--- src/verilog/chan_pkg.sv ---
// shared widths, sample types and beat structs for the channelizer input stage
package chan_pkg;

    localparam int DATA_WIDTH     = 32;
    localparam int FFT_SIZE_WIDTH = 12;
    localparam int ADDR_WIDTH     = 10;
    localparam int RAM_LATENCY    = 3;
    localparam int FIFO_DEPTH     = 16;
    // leaves room for reads still in the ram pipeline
    localparam int FIFO_AF_LEVEL  = 8;

    typedef logic [DATA_WIDTH-1:0]     sample_t;
    typedef logic [FFT_SIZE_WIDTH-1:0] fft_size_t;
    typedef logic [ADDR_WIDTH-1:0]     addr_t;
    typedef logic [FFT_SIZE_WIDTH-2:0] phase_t;

    // counted input sample on its way to the bank write
    typedef struct packed {
        sample_t sample;
        addr_t   pos;
        logic    last;
    } in_beat_t;

    // bank read result on its way to the output fifo
    typedef struct packed {
        sample_t sample;
        logic    start;
    } rd_beat_t;

    typedef enum logic [1:0] {
        RD_IDLE,
        RD_BANK0,
        RD_BANK1
    } rd_state_e;

endpackage

--- src/verilog/sample_counter.sv ---
// input register stage of input_buffer, tags each accepted sample with its block position
`timescale 1ns/1ns

module sample_counter (
    input  logic                clk,
    input  logic                sync_reset,
    input  logic                s_tvalid,
    input  chan_pkg::sample_t   s_tdata,
    output logic                s_tready,
    input  chan_pkg::fft_size_t fft_size,
    output chan_pkg::in_beat_t  beat,
    output logic                beat_valid,
    input  logic                beat_ready
);

    chan_pkg::addr_t last_pos;
    chan_pkg::addr_t pos;
    logic            run;
    logic            accept;

    // M/2-1, M stays fixed once out of reset
    assign last_pos = chan_pkg::addr_t'(fft_size[chan_pkg::FFT_SIZE_WIDTH-1:1] - 1'b1);

    // holding register empty or draining this cycle
    assign s_tready = run && (!beat_valid || beat_ready);
    assign accept   = s_tvalid && s_tready;

    always_ff @(posedge clk or posedge sync_reset) begin
        if (sync_reset) begin
            run        <= 1'b0;
            beat_valid <= 1'b0;
            pos        <= '0;
        end else begin
            run <= 1'b1;
            if (accept) begin
                beat_valid <= 1'b1;
                if (pos == last_pos) begin
                    pos <= '0;
                end else begin
                    pos <= pos + 1'b1;
                end
            end else if (beat_ready) begin
                beat_valid <= 1'b0;
            end
        end
    end

    always_ff @(posedge clk) begin
        if (accept) begin
            beat.sample <= s_tdata;
            beat.pos    <= pos;
            beat.last   <= (pos == last_pos);
        end
    end

endmodule

--- config.mk ---
export PLATFORM = sky130hd
export DESIGN_NAME = sample_counter
export DESIGN_NICKNAME = d
export VERILOG_FILES = /design/src/verilog/chan_pkg.sv /design/src/verilog/sample_counter.sv
export SDC_FILE = /design/constraint.sdc
export NUM_CORES = 1
export LEC_CHECK = 0
export BUFFER_PORTS_ARGS = -buffer_cell sky130_fd_sc_hd__buf_2
export CAP_MARGIN = 20
export CORE_MARGIN = 1
export CORE_UTILIZATION = 35
export CTS_CLUSTER_SIZE = 20
export DETAILED_ROUTE_END_ITERATION = 10
export MAX_ROUTING_LAYER = met4
export PLACE_DENSITY = 0.68
export SLEW_MARGIN = 0
export SYNTH_ARGS = -nofsm -noshare
export SYNTH_HDL_FRONTEND = slang
export SYNTH_SLANG_ARGS = --single-unit
export TNS_END_PERCENT = 20
--- constraint.sdc ---
create_clock -name clk -period 5.2 [get_ports clk]
set_input_delay 0.52 -clock clk [delete_from_list [all_inputs] [get_ports clk]]
set_output_delay 0.52 -clock clk [all_outputs]
set_load 0.03 [all_outputs]
# ---- Yosys cells after proc, flatten, opt, wreduce, memory -nomap -nowiden
# Cells that the tools add are included.
dict set report word_totals {
  regBits 55
  input_bits 48
  out_inout_bits 45
  wordCells 17
}
dict set report classes {
  add_sub_neg 2
  n_eq_ne 1
  muxes 3
  reduce_logical 5
}
# operator count
set op_table {}
lappend op_table {{adder 10 x 1 -> 10 bit (second input constant)} 1}
lappend op_table {{equality test 10 bit} 1}
lappend op_table {{2-to-1 mux 10 bit} 1}
lappend op_table {{subtractor 10 x 1 -> 10 bit (second input constant)} 1}
lappend op_table {{logical AND 1 bit} 2}
lappend op_table {{2-to-1 mux 1 bit} 2}
lappend op_table {{nonzero test 2 bit} 1}
lappend op_table {{zero test 1 bit} 1}
lappend op_table {{logical OR 1 bit} 1}

# ---- Depth between registers and ports, before layout
dict set report logic_depth {
  ltp_word 5
  ltp_mapped 10
  ltp_nobuf 9
}

# ---- Worst setup path after synthesis
# Ideal clock, no wire load.
dict set report synth_path {
  path_type {input port to flip-flop}
  start {input port fft_size[1]}
  end {register pos[2]}
  setup_ps 118
  arrival_ps 2429
  required_time_ps 5082
  path_slack_ps 2653
  stages 10
  path_buffers 1
  path_cell_list {inv_1 -> ha_1 -> nor3b_2 -> nor4b_1 -> a31oi_1 -> or4_1 -> a221oi_2 -> buf_6 -> o21ai_2 -> a21o_1}
}
dict set report synth_between {
  elab_chain_cells 3
}
# element line
set synth_rtl {}
lappend synth_rtl {{start: declaration} sample_counter.sv:10} ;# input chan_pkg::fft_size_t fft_size,
lappend synth_rtl {{subtractor 10 x 1 -> 10 bit} sample_counter.sv:22} ;# assign last_pos = chan_pkg::addr_t'(fft_size[chan_pkg::FFT_SIZE_WIDTH-1:1] - 1'b1);
lappend synth_rtl {{equality test 10 bit} sample_counter.sv:37} ;# if (pos == last_pos) begin
lappend synth_rtl {{2-to-1 mux 10 bit} sample_counter.sv:37}
lappend synth_rtl {{end signal: assignment} sample_counter.sv:40} ;# pos <= pos + 1'b1;
lappend synth_rtl {{end: declaration} sample_counter.sv:17} ;# chan_pkg::addr_t pos;
# No other way between the ends.
# A chain may end at the register's enable or synchronous reset.

# ---- Worst setup path in the final report
dict set report layout_path {
  start {input port fft_size[1]}
  end {register pos[3]}
}
# Same word-level chain as after synthesis.

==> flow_metrics.env <==
export IMPL_fin_util_pct=47.4
export IMPL_path_max_fanout=13
export IMPL_maxSlewViolCount=0
export IMPL_synth_area_leaders="edfxtp_1 58%, dfrtp_1 13%, xnor2_1 5.1%"
export IMPL_hold_viol=0
export IMPL_grt_pass1_vias=1406
export IMPL_ir_drop_uv=188
export IMPL_portBuffers=90
export IMPL_relSlewSlack_pct=35.1
export IMPL_drv_cap=0
export IMPL_total_leakage_power_nw=1.22
export IMPL_start_kind="primary input"
export IMPL_core_area_um2=6030
export IMPL_ctsHtreeMaxLevel=2
export IMPL_viasPerCell=4.68
export IMPL_post_cts_setup_buffer_count=0
export IMPL_cts_sinks=55
export IMPL_wl_per_cell_um=13.2
export IMPL_status="finished clean"
export IMPL_syn_nets=196
export IMPL_hpwl_um=3010
export IMPL_crit_path_end_kind="flop"
export IMPL_cts_tree="done"
export IMPL_pin_count=93
export IMPL_grtUsageTotal_pct=13.6
export IMPL_initial_core_util_pct=37.0
export IMPL_drt_iter0_markers=62
export IMPL_antenna_cells=0
export IMPL_rsz0062_at_grt="no"
export IMPL_drc_errors=0
export IMPL_p_per_area_nw_per_um2=323
export IMPL_yosysWarnings=0
export IMPL_ys_ff_latch=55
export IMPL_synth_cells=146
export IMPL_whs_ns=0.227
export IMPL_cts_buffer_depth=2
export IMPL_yosys_cell_types_count=34
export IMPL_firstDrtPassIters=4
export IMPL_synth_area_um2=2230
export IMPL_synth_top_cell_area_share_pct=58.0
export IMPL_grt_pass1_wl_um=6600
export IMPL_area_growth_pct=28.2
export IMPL_required_ns=5.38
export IMPL_die_y_um=81.8
export IMPL_hp_class="primary input to async pin"
export IMPL_clk_latency_ns=0.29
export IMPL_postCtsResizedCells=0
export IMPL_fin_nets=291
export IMPL_cts_hold_buf=0
export IMPL_max_freq_mhz=331
export IMPL_fin_tns_setup_ns=0
export IMPL_post_route_period_util_pct=58.1
export IMPL_rows=28
export IMPL_routed_via_count=1482
export IMPL_antenna_found_initial=0
export IMPL_grt_max_degree=56
export IMPL_dieArea_um2=6690
export IMPL_avgSynthCellArea_um2=15.3
export IMPL_critPathKind="primary input to flop"
export IMPL_finalClockSkew_ns=0.00664
export IMPL_drive_gt1_share_pct=43.0
export IMPL_ant_nets=0
export IMPL_routabilityCongestion=0.748
export IMPL_ys_seq_area_share_pct=71.5
export IMPL_cts_root_buf="clkbuf_8"
export IMPL_cts_made_buffers=5
export IMPL_fin_crit_ns=3.02
export IMPL_clk_pin_slew_ns=0.09
export IMPL_drt_total_wl_um=4190
export IMPL_fp_dieW_um=81.8
export IMPL_setup_violations=0
export IMPL_yosys_area_top_type="edfxtp_1"
export IMPL_grt_overflow=0
export IMPL_crit_arrival_ns=3.21
export IMPL_tightest_slew_ns=0.973
[kinds of logic (layout without fill, tap and decap cells)]
| logic type | Yosys count | in the layout | share of synthesized area, % |
|---|---|---|---|
| compound gates | 19 | 19 | 6.07 |
| fa+ha+maj | 2 | 2 | 1.12 |
| simple gates | 38 | 38 | 10.5 |
| flops | 55 | 55 | 71.5 |
| other cells | 1 | 1 | 0.168 |
| buf+inv | 10 | 106 | 2.42 |
| xor+xnor | 21 | 21 | 8.26 |
[area by class of cell]
type	instances	area, um2
multi-input cells	81	582
clock inverters	3	15.0
well taps	75	93.8
clock buffers	5	68.8
repair buffers	91	478
inverters	7	26.3
flip-flops and latches	55	1590
fillers	566	3170
[flip-flops by register name, summed over array words and instances, names as in the netlist]
name,count
pos,10
run,1
beat_valid,1
beat,43
[path summary, 6_finish.rpt]
check	startpoint	to	cells after the start	slack, ns
min in group clk	s_tdata[6]	beat[17]	1	0.40
worst min-delay path	sync_reset	pos[5]	2	0.23
worst max-delay path	fft_size[1]	pos[3]	10	2.18
max in group asynchronous	sync_reset	run	2	4.64
worst min register to register	beat_valid	beat_valid	2	0.53
worst max register to register	pos[7]	pos[3]	7	2.31
[Yosys cell counts]
master and number:
nand3_1 4, nor2_1 5, nand2_1 6, or4_1 1
xnor2_1 13, conb_1 1, o31ai_1 1, nor4b_1 3
dfrtp_1 12, nand2b_1 1, a221oi_2 1, a21o_1 3
nand4_1 2, xor2_1 8, clkbuf_2 1, o21ai_0 2
and2_1 3, nor4_4 1, and3_1 4, and4_1 1
buf_6 2, nor3b_2 1, o211ai_1 1, a21oi_1 5
o311ai_0 1, nor4_1 2, o2111ai_1 2, ha_1 2
edfxtp_1 43, a31oi_1 2, o21ai_2 1, or3_1 1
inv_1 7, nor3_1 3
[stage by stage]
step	instances	total power [mW]	setup WS, ns	area, um2
2_1_floorplan	146	0.654	2.65	2230
3_3_place_gp	308	0.705	1.91	2740
3_5_place_dp	308	0.711	1.86	2740
4_1_cts	316	0.931	2.17	2830
5_1_grt	317	0.973	1.97	2860
6_report	317	0.921	2.18	2860
[report_power, final]
group	switching, mW	internal, mW	leakage (nW)
clock	0.126	0.0925	0.0477
combinational	0.0900	0.0627	0.614
sequential	0.0342	0.516	0.554
[per-layer routing]
layer | share of wire, % | routed length [um] | vias to the layer above | track usage [%]
met1 | 43 | 1800 | 693 | 16.4
met5 | 0 | 0 | - | -
met2 | 48 | 2020 | 57 | 22.2
li1 | - | - | 730 | -
met4 | 0.43 | 18 | 0 | 3.16
met3 | 8.4 | 352 | 2 | 4.11
[critical path, cell delays in order]
cell	delay, ns
buf_2	0.14
inv_1	0.05
ha_1	0.21
nor3b_2	0.21
nor4b_1	0.30
a31oi_1	0.07
or4_1	0.44
a221oi_2	0.84
o21ai_0	0.20
a21o_1	0.22
[cells in the final DEF, fill, tap and decap left out, drive strengths merged, types with 2 or more instances in the layout]
master	n
and2	3
nand3	4
nand4	2
and3	4
xnor2	13
nor4b	3
ha	2
buf	91
xor2	8
edfxtp	43
a21o	3
clkbuf	5
a31oi	2
nand2	6
dfrtp	12
o21ai	3
o2111ai	2
inv	7
nor3	3
nor2	5
a21oi	5
clkinv	3
nor4	3
Power figures use the tool's default switching activity.
