===== src/verilog/chan_pkg.sv =====
// shared widths, sample types and beat structs for the channelizer input stage
package chan_pkg;

    localparam int DATA_WIDTH     = 32;
    localparam int FFT_SIZE_WIDTH = 12;
    localparam int ADDR_WIDTH     = 10;
    localparam int RAM_LATENCY    = 3;
    localparam int FIFO_DEPTH     = 16;
    // leaves room for reads still in the ram pipeline
    localparam int FIFO_AF_LEVEL  = 8;

    typedef logic [DATA_WIDTH-1:0]     sample_t;
    typedef logic [FFT_SIZE_WIDTH-1:0] fft_size_t;
    typedef logic [ADDR_WIDTH-1:0]     addr_t;
    typedef logic [FFT_SIZE_WIDTH-2:0] phase_t;

    // counted input sample on its way to the bank write
    typedef struct packed {
        sample_t sample;
        addr_t   pos;
        logic    last;
    } in_beat_t;

    // bank read result on its way to the output fifo
    typedef struct packed {
        sample_t sample;
        logic    start;
    } rd_beat_t;

    typedef enum logic [1:0] {
        RD_IDLE,
        RD_BANK0,
        RD_BANK1
    } rd_state_e;

endpackage


===== src/verilog/phase_fifo.sv =====
// output fifo of input_buffer, buffers bank reads and tags each output with its phase
`timescale 1ns/1ns

module phase_fifo (
    input  logic                clk,
    input  logic                sync_reset,
    input  chan_pkg::fft_size_t fft_size,
    input  logic                push,
    input  chan_pkg::rd_beat_t  push_beat,
    output logic                almost_full,
    output logic                m_tvalid,
    output chan_pkg::sample_t   m_tdata,
    output logic                m_final,
    output chan_pkg::phase_t    m_phase,
    input  logic                m_tready
);

    chan_pkg::rd_beat_t                          mem [chan_pkg::FIFO_DEPTH];
    logic [$clog2(chan_pkg::FIFO_DEPTH)-1:0]     wr_ptr;
    logic [$clog2(chan_pkg::FIFO_DEPTH)-1:0]     rd_ptr;
    logic [$clog2(chan_pkg::FIFO_DEPTH+1)-1:0]   count;
    logic [$clog2(chan_pkg::FIFO_DEPTH+1)-1:0]   count_next;
    chan_pkg::rd_beat_t                          head;
    chan_pkg::phase_t                            phase_cnt;
    chan_pkg::phase_t                            cur_phase;
    chan_pkg::phase_t                            last_phase;
    logic                                        pop;

    assign last_phase = chan_pkg::phase_t'(fft_size - 1'b1);

    assign head     = mem[rd_ptr];
    assign m_tvalid = (count != '0);
    assign m_tdata  = head.sample;
    assign pop      = m_tvalid && m_tready;

    // block start realigns the phase to zero
    assign cur_phase = head.start ? '0 : phase_cnt;
    assign m_phase   = cur_phase;
    assign m_final   = m_tvalid && (cur_phase == last_phase);

    always_comb begin
        count_next = count;
        case ({push, pop})
            2'b10:   count_next = count + 1'b1;
            2'b01:   count_next = count - 1'b1;
            default: count_next = count;
        endcase
    end

    always_ff @(posedge clk) begin
        if (push) begin
            mem[wr_ptr] <= push_beat;
        end
    end

    always_ff @(posedge clk or posedge sync_reset) begin
        if (sync_reset) begin
            wr_ptr      <= '0;
            rd_ptr      <= '0;
            count       <= '0;
            almost_full <= 1'b0;
            phase_cnt   <= '0;
        end else begin
            count       <= count_next;
            almost_full <= (count_next >= chan_pkg::FIFO_AF_LEVEL);
            if (push) begin
                wr_ptr <= wr_ptr + 1'b1;
            end
            if (pop) begin
                rd_ptr <= rd_ptr + 1'b1;
                if (cur_phase == last_phase) begin
                    phase_cnt <= '0;
                end else begin
                    phase_cnt <= cur_phase + 1'b1;
                end
            end
        end
    end

endmodule


===== config.mk =====
export PLATFORM = sky130hd
export DESIGN_NAME = phase_fifo
export DESIGN_NICKNAME = d
export VERILOG_FILES = /design/src/verilog/chan_pkg.sv /design/src/verilog/phase_fifo.sv
export SDC_FILE = /design/constraint.sdc
export NUM_CORES = 1
export LEC_CHECK = 0
export BUFFER_PORTS_ARGS = -buffer_cell sky130_fd_sc_hd__clkbuf_2
export CORE_ASPECT_RATIO = 1.1
export CORE_MARGIN = 1
export CORE_UTILIZATION = 40
export CTS_CLUSTER_SIZE = 25
export DETAILED_ROUTE_END_ITERATION = 12
export PLACE_DENSITY = 0.58
export REMOVE_ABC_BUFFERS = 1
export SETUP_SLACK_MARGIN = 0.3
export SLEW_MARGIN = 5
export SYNTH_ARGS = -nofsm -noshare
export SYNTH_HDL_FRONTEND = slang
export SYNTH_SLANG_ARGS = --single-unit
export TNS_END_PERCENT = 20

===== constraint.sdc =====
create_clock -name clk -period 3.1 [get_ports clk]
set_clock_uncertainty 0.05 [all_clocks]
set_input_delay 0.62 -clock clk [delete_from_list [all_inputs] [get_ports clk]]
set_output_delay 0.62 -clock clk [all_outputs]
set_load 0.01 [all_outputs]

After elaboration in Yosys (flattened, before gate mapping)
Memories as Yosys holds them, arrays and structs flattened.
Cells that the tools add are included.
- flip-flop bits (word level): 25
- latch bits: 0
- memory bits (writable): 528
- ROM bits: 0
- bits of input ports: 49
- output and inout port bits: 46
- word-level logic and storage cells: 24
- memories kept: 1
- memory list (name ; words ; bits a word ; rd ports ; clocked after memory_dff ; write ports ; RTL line ; text):
    mem ; 16 ; 33 ; 1 ; 0 ; 1 ; phase_fifo.sv:18 ; chan_pkg::rd_beat_t mem [chan_pkg::FIFO_DEPTH];
- add/subtract/negate cells: 6
- $mul: 0
- div/mod/pow operators: 0
- $lt $le $gt $ge: 1
- equality and inequality tests: 3
- shifts and indexed selects: 0
- muxes and demuxes: 5
- bitwise logic cells: 0
- reductions and logical operators: 3
- operators with widths (operator ; count):
    $mux W11 ; 2
    $add A11 B1 Y11 const B ; 1
    $eq A11 B11 Y1 ; 1
    $sub A11 B1 Y11 const B ; 1
    $pmux W5 S2 ; 1
    $add A4 B1 Y4 const B ; 2
    $add A5 B1 Y5 const B ; 1
    $ge A5 B4 Y1 const B ; 1
    $reduce_bool A5 Y1 ; 1
    $sub A5 B1 Y5 const B ; 1
    $eq A2 B1 Y1 const B ; 1
    $eq A2 B2 Y1 const B ; 1
    $logic_and A1 B1 Y1 ; 2
    $mux W1 ; 2

Depth between registers and ports, before layout
Gate-level depths: netlist of the first run.
- word-level depth: 5
- mapped depth: 16
- gate-level depth less buffers: 14

Worst setup path after synthesis of the first run
No wires, ideal clock.
- path type: input -> output
- start point: input port fft_size[0]
- end point: output port m_final
- data arrival time: 2701 ps
- required time: 2430 ps
- slack: -271 ps
- cell stages on the path: 10
- path buffers: 0
- cell sequence: inv_1 -> ha_1 -> nor2b_1 -> nand4_1 -> xor2_1 -> xor2_1 -> a31oi_1 -> a2111o_1 -> or2_1 -> a21oi_1
- word-level cells in the longest chain between the ends: 3
- ends and longest elaborated chain (element ; RTL line ; text):
    start: declaration ; phase_fifo.sv:7 ; input chan_pkg::fft_size_t fft_size,
    $sub A11 B1 Y11 ; phase_fifo.sv:29 ; assign last_phase = chan_pkg::phase_t'(fft_size - 1'b1);
    $eq A11 B11 Y1 ; phase_fifo.sv:39 ; assign m_final = m_tvalid && (cur_phase == last_phase);
    $logic_and A1 B1 Y1 ; phase_fifo.sv:39 ;
    end: declaration ; phase_fifo.sv:13 ; output logic m_final,
Every way passes these cells.

Worst setup path after layout of the first run
- start point: register rd_ptr[2] (netlist bit)
- end point: output port m_final
- word-level cells in the longest chain between the ends: 4
- ends and longest elaborated chain (element ; RTL line ; text):
    start: declaration ; phase_fifo.sv:20 ; logic [$clog2(chan_pkg::FIFO_DEPTH)-1:0] rd_ptr;
    start signal: assignment ; phase_fifo.sv:70 ; rd_ptr <= rd_ptr + 1'b1;
    $mem_v2 Z16 W33 ; n/a ;
    $mux W11 ; phase_fifo.sv:37 ; assign cur_phase = head.start ? '0 : phase_cnt;
    $eq A11 B11 Y1 ; phase_fifo.sv:39 ;
    $logic_and A1 B1 Y1 ; phase_fifo.sv:39 ;
Every way passes these cells.

==> results.toml, run 1 <==
[sta]
relSlewSlack = 0.4568
final.min_clock_period_ps = 3589
min_period_over_period = 1.158
setup_viol = 36
setup_tns_ps = -8253
timing.hold.ws_ps = 109.6
setup_slack_ps = -489.5
hold_viol_final = 0
rsz0062_at_grt = "true"
tightestPinTransition_ps = 813.9
final_max_slew_viol_count = 0
clock.fmax_ghz = 0.2786

[worst_hold_path]
hp-class = "in -> async"

[global_route]
grt_pass1_vias = 11180
grt_remaining_overflow = 0
grt_pass1_wl_mm = 73.95
antenna_found_initial = 2
grt_max_degree = 65
grt_usage = 0.1839

[status]
violations = "setup timing"
status = "complete, but fails checks"

[yosys]
ys_types = 57
synth_edf_count = 528
syn_inst = 1016
ys.flop_type = "edfxtp_1"
yosysWarnings = 0
ys_seq_area_frac = 0.7500
avgSynthCellArea_um2 = 21.63
ys_ff_latch = 553
synth_area_um2 = 21970
async_reset_ff_frac = 0.04521

[worst_setup_path]
end_kind = "primary output"
cp_max_fo = 3
cp.required_ps = 2430
cp_slowest_cell = "mux4_2"
critPathKind = "reg -> out"
r2r_slack_ps = -70
slowest_delay_ps = 540
crit_chain = "mux4_2 -> o22ai_4 -> or2_4 -> a32oi_1 -> a2111o_1 -> or2_4 -> a21oi_1 -> buf_2"
worstSetupStartpointType = "flip-flop"
critical-path-top-delay-family = "compound AO/OA/AOI/OAI gates"
crit_buf_inv = 1
arrival_ps = 2920
crit_path_frequent_cell = "or2_4"

[routing]
postRouteAntennaNets = 0
drt_pass1_iterations = 5
via_per_inst = 5.394
drc = 0
dr.first_iter.drc_count = 762
wire_per_inst_um = 25.22
route.vias.total = 10790
drt-total-wl_mm = 50.46

[cts]
htree_num_levels = 2
clk_pin_slew_worst_paths_ps = 60
clock_sinks = 553
root_buffer = "clkbuf_16"
cts_hold_buf = 0
cts_tree = "done"
clock_path_buffers = 3
clk_latency_ps = 590
numCtsBuffers = 56

[power]
power_density_nw_per_um2 = 908.2
worst_ir_drop_vdd_uv = 456.0
fin_total_pwr_mw = 24.00
p_leak_nw = 8.793

[finish]
nFillCells = 4379
fin_util = 0.4904
multi_input_area_um2 = 5299
drive_gt1_frac = 0.3915
seqCellArea_um2 = 16500
final_cells = 2001
syn2layout_area_growth_pct = 20.28
layout.nets = 1290
final_area_um2 = 26430

[floorplan]
die_area_um2 = 55880
die_w_um = 225.5
rows = 89
start_util = 0.4077
core_um2 = 53900
boundaryPins = 95
dieHeight_um = 247.8

[placement]
dpl_cell_area_um2 = 23940
dp_cells = 1875
place_congestion = 0.8187
hpwl_mm = 27.18
portBuffers = 93
dpl_worst_slack_ps = -466.6

[job]
maxCapViolCount = 0
cell families (layout without fill, tap and decap cells):
logic type,after synthesis,count (layout),share of synthesized area
AOI/OAI and AO/OA,52,52,0.01816
DFF,553,553,0.7500
xor gates and xnor gates,25,25,0.009965
other,0,1,0
adders and majority gates,10,10,0.005694
buffers and inverters,68,324,0.01281
muxes,170,170,0.1698
and+or+nand+nor,138,138,0.03354
flip-flops by register name, summed over array words and instances, names as in the netlist:
signal       count
count            5
phase_cnt       11
almost_full      1
wr_ptr           4
rd_ptr           4
mem            528
synth_stat cells, types with 5 or more instances:
| cell type | count | share of area |
|---|---|---|
| o21ai_1 | 5 | 0.0011 |
| mux4_2 | 162 | 0.17 |
| dfrtp_1 | 25 | 0.028 |
| nand2_1 | 29 | 0.0050 |
| nand4_1 | 5 | 0.0014 |
| ha_1 | 10 | 0.0057 |
| mux2i_1 | 6 | 0.0027 |
| a21oi_1 | 11 | 0.0025 |
| xor2_1 | 12 | 0.0048 |
| xnor2_1 | 13 | 0.0052 |
| nor2_1 | 26 | 0.0044 |
| nor3_1 | 13 | 0.0030 |
| nand3_1 | 10 | 0.0023 |
| and2_1 | 26 | 0.0074 |
| buf_2 | 12 | 0.0027 |
| inv_1 | 13 | 0.0022 |
| edfxtp_1 | 528 | 0.72 |
| clkbuf_1 | 30 | 0.0051 |
| buf_1 | 10 | 0.0017 |
routing by layer:
layer  up-vias  global-route usage  routed length [um]
li1       4682                   -                   -
met3        71             0.03196                2546
met2       259              0.3086               25630
met4         2             0.04382                 851
met5         -                   0                  13
met1      5780              0.2508               21420
layout make-up:
class	instances	area share
Sequential cell	553	0.6241
Tap cell	728	0.03446
Antenna cell	1	0.00009468
Clock inverter	32	0.01131
Multi-Input combinational cell	395	0.2005
Inverter	14	0.001988
Clock buffer	67	0.05577
Timing Repair Buffer	211	0.07177
path summary, 6_finish.rpt:
kind | endpoint | start | cells after the start
worst max-delay path | m_final | rd_ptr[2] | 8
worst min-delay path | phase_cnt[6] | sync_reset | 2
worst max register to register | phase_cnt[10] | rd_ptr[2] | 14
worst min register to register | count[4] | count[4] | 1
max in group asynchronous | phase_cnt[1] | sync_reset | 3
min in group clk | wr_ptr[0] | push | 2
placed cells by master, fill, tap and decap left out, types with 15 or more instances in the layout:
master     netlist  routed
clkbuf_16        0      60
buf_12           0      15
buf_4            1      82
dfrtp_1         25      19
mux4_2         162     162
nand2_1         29      28
nor2_1          26      23
edfxtp_1       528     528
and2_2           0      16
clkbuf_2         0      84
where the power goes:
group	leakage [nW]	internal, mW	switching, mW
combinational	2.85	4.20	3.88
clock	0.870	3.79	2.76
sequential	5.08	9.02	0.345
what timing repair did:
item / CTS / global route
pin swaps: 14 / 10
endpoints found under the setup margin: 49 / 53
resized for setup: 39 / 29
gates cloned: 8 / 4
setup buffers: 5 / 9
endpoints found under the hold margin: 0 / 0
(Power assumes the default switching activity.)
==> inputs of run 2 (changes only) <==
--- a/config.mk
+++ b/config.mk
@@ -11,7 +11,7 @@
 export CORE_UTILIZATION = 40
 export CTS_CLUSTER_SIZE = 25
 export DETAILED_ROUTE_END_ITERATION = 12
-export PLACE_DENSITY = 0.58
+export PLACE_DENSITY = 0.56
 export REMOVE_ABC_BUFFERS = 1
 export SETUP_SLACK_MARGIN = 0.3
 export SLEW_MARGIN = 5
==> constraint.sdc (replaced) <==
create_clock -name clk -period 3.6 [get_ports clk]
set_clock_uncertainty 0.05 [all_clocks]
set_input_delay 0.72 -clock clk [delete_from_list [all_inputs] [get_ports clk]]
set_output_delay 0.72 -clock clk [all_outputs]
set_load 0.01 [all_outputs]
==> run 2 against run 1 <==
The flow still finishes with violations (setup timing). Sequential power shrank 14%. Final cell count shrank 0.70%. Critical path depth is the same. Setup slack gained 340 ps. Clock-buffer cell count grew 2. Clock power shrank 16%. Die area is the same. Register-to-register slack gained 450 ps. Routed wire length grew 2.5%. Combinational power shrank 7.5%. Critical endpoint unchanged.
==> results.toml, run 2 (synthesis gave the netlist of run 1 again) <==
[status]
status = "complete, but fails checks"
violations = "setup timing"

[global_route]
grt_usage = 0.1862
grt_remaining_overflow = 0
grt_pass1_vias = 11170
grt_max_degree = 61
grt_pass1_wl_mm = 74.53
antenna_found_initial = 1

[cts]
numCtsBuffers = 56
htree_num_levels = 2
clk_pin_slew_worst_paths_ps = 60
clock_sinks = 553
clock_path_buffers = 3
cts_tree = "done"
cts_hold_buf = 0
clk_latency_ps = 600
root_buffer = "clkbuf_16"

[power]
worst_ir_drop_vdd_uv = 415.5
p_leak_nw = 8.739
pwr-share-clk = 0.261
internal_power_mw = 14.78
p_comb_frac = 0.356
power_density_nw_per_um2 = 792.0
power_switching_mw = 6.223
switching_share = 0.2963
p_seq_frac = 0.383

[sta]
rsz0062_at_grt = "true"
final_max_slew_viol_count = 0
final.min_clock_period_ps = 3751
setup_viol = 1
clock.fmax_ghz = 0.2666
min_period_over_period = 1.042
tightestPinTransition_ps = 1061
relSlewSlack = 0.2922
hold_viol_final = 0
setup_slack_ps = -150.5

[routing]
via_per_inst = 5.411
postRouteAntennaNets = 0
drc = 0
wire_per_inst_um = 26.02
dr.first_iter.drc_count = 821
route.vias.total = 10750
drt_pass1_iterations = 4
drt-total-wl_mm = 51.71

[floorplan]
start_util = 0.4077
rows = 89
die_w_um = 225.5
dieHeight_um = 247.8
die_area_um2 = 55880
core_um2 = 53900
boundaryPins = 95

[worst_setup_path]
worstSetupStartpointType = "flip-flop"
end_kind = "primary output"
cp.required_ps = 2830
arrival_ps = 2980
critPathKind = "reg -> out"
cp_max_fo = 4
r2r_slack_ps = 380

[finish]
final_cell_mix = "edfxtp_1, mux4_2, clkbuf_2"
drive_gt1_frac = 0.3813
nFillCells = 4456
reg_top3 = "mem: 528 flops, phase_cnt: 11 flops, count: 5 flops"
final_area_um2 = 26520
antenna_cells = 0
layout_commonest_cell = "edfxtp_1"
top_register = "mem"
largest_reg_flops = 528
syn2layout_area_growth_pct = 20.69
layout.nets = 1271

[placement]
portBuffers = 93
dpl_worst_slack_ps = -140.9
hpwl_mm = 26.53
place_congestion = 0.7902
dpl_cell_area_um2 = 23780

[job]
maxCapViolCount = 0

[worst_hold_path]
hp-class = "in -> async"
[run 2: changes by cell type in the layout (fill, tap and decap cells not counted), moves of 3 or more]
cell	delta
clkbuf_1	+3
buf_6	+24
nor2_2	+3
buf_4	-30
clkbuf_2	-22
bufinv_16	-3
buf_12	+7
clkinv_1	+3
[run 2: final timing paths]
path                            startpoint            end  cells past startpoint
min in group clk                      push      wr_ptr[0]                      2
worst max-delay path             rd_ptr[2]        m_final                      8
max in group asynchronous       sync_reset      rd_ptr[1]                      2
worst min-delay path            sync_reset       count[2]                      2
worst max register to register   rd_ptr[2]  phase_cnt[10]                     14
worst min register to register    count[4]       count[4]                      1
[run 2: power by group through the flow]
stage,logic (mW),clock network [mW],registers (mW)
2_1_floorplan,3.36,0,8.63
3_3_place_gp,5.86,0,8.17
3_5_place_dp,5.88,0,8.20
4_1_cts,6.79,5.61,8.06
5_1_grt,7.92,5.85,8.10
6_report,7.47,5.49,8.05
[run 2: through the flow]
stage / util / instances / TNS [ps] / hold slack, ps / power (mW)
2_1_floorplan: - / 962 / -202520 / 402.3 / 11.99
3_3_place_gp: 0.4412 / 1841 / -151.0 / 419.7 / 14.03
3_5_place_dp: 0.4412 / 1841 / -140.9 / 429.2 / 14.07
4_1_cts: 0.4840 / 1971 / -236.0 / 312.8 / 20.47
5_1_grt: 0.4920 / 1987 / -232.1 / 384.4 / 21.88
6_report: 0.4920 / 1987 / -150.5 / 310.2 / 21.00
[run 2: final cells by class]
cell class                 count  area [um^2]  share of cell area
sequential                   553        16490              0.6219
tap                          728        910.9             0.03435
multi-input combinational    395         5308              0.2001
clock buffer                  69         1460             0.05506
inverter                      14        52.55            0.001982
timing repair buffer         192         2024             0.07634
clock inverter                36        270.3             0.01019
[run 2: layer usage]
layer / global-route usage / routed length [um] / vias up
li1: - / - / 4661
met1: 0.2490 / 22170 / 5791
met2: 0.3173 / 26190 / 240
met3: 0.03173 / 2518 / 58
met4: 0.04682 / 812 / 2
met5: 0 / 10 / -
[run 2: timing repair]
item,CTS,global route
pin swaps,5,1
gates cloned,10,5
setup endpoints to repair,42,44
gates resized for setup,36,85
buffers inserted,15,11
[run 2: critical path, stage by stage (launching register included)]
cell and delay (ps):
dfrtp_4 460, mux4_2 540, o22ai_4 260, or2_4 190
a31oi_1 40, a2111o_1 400, or2_4 260, a21oi_2 90
buf_2 130
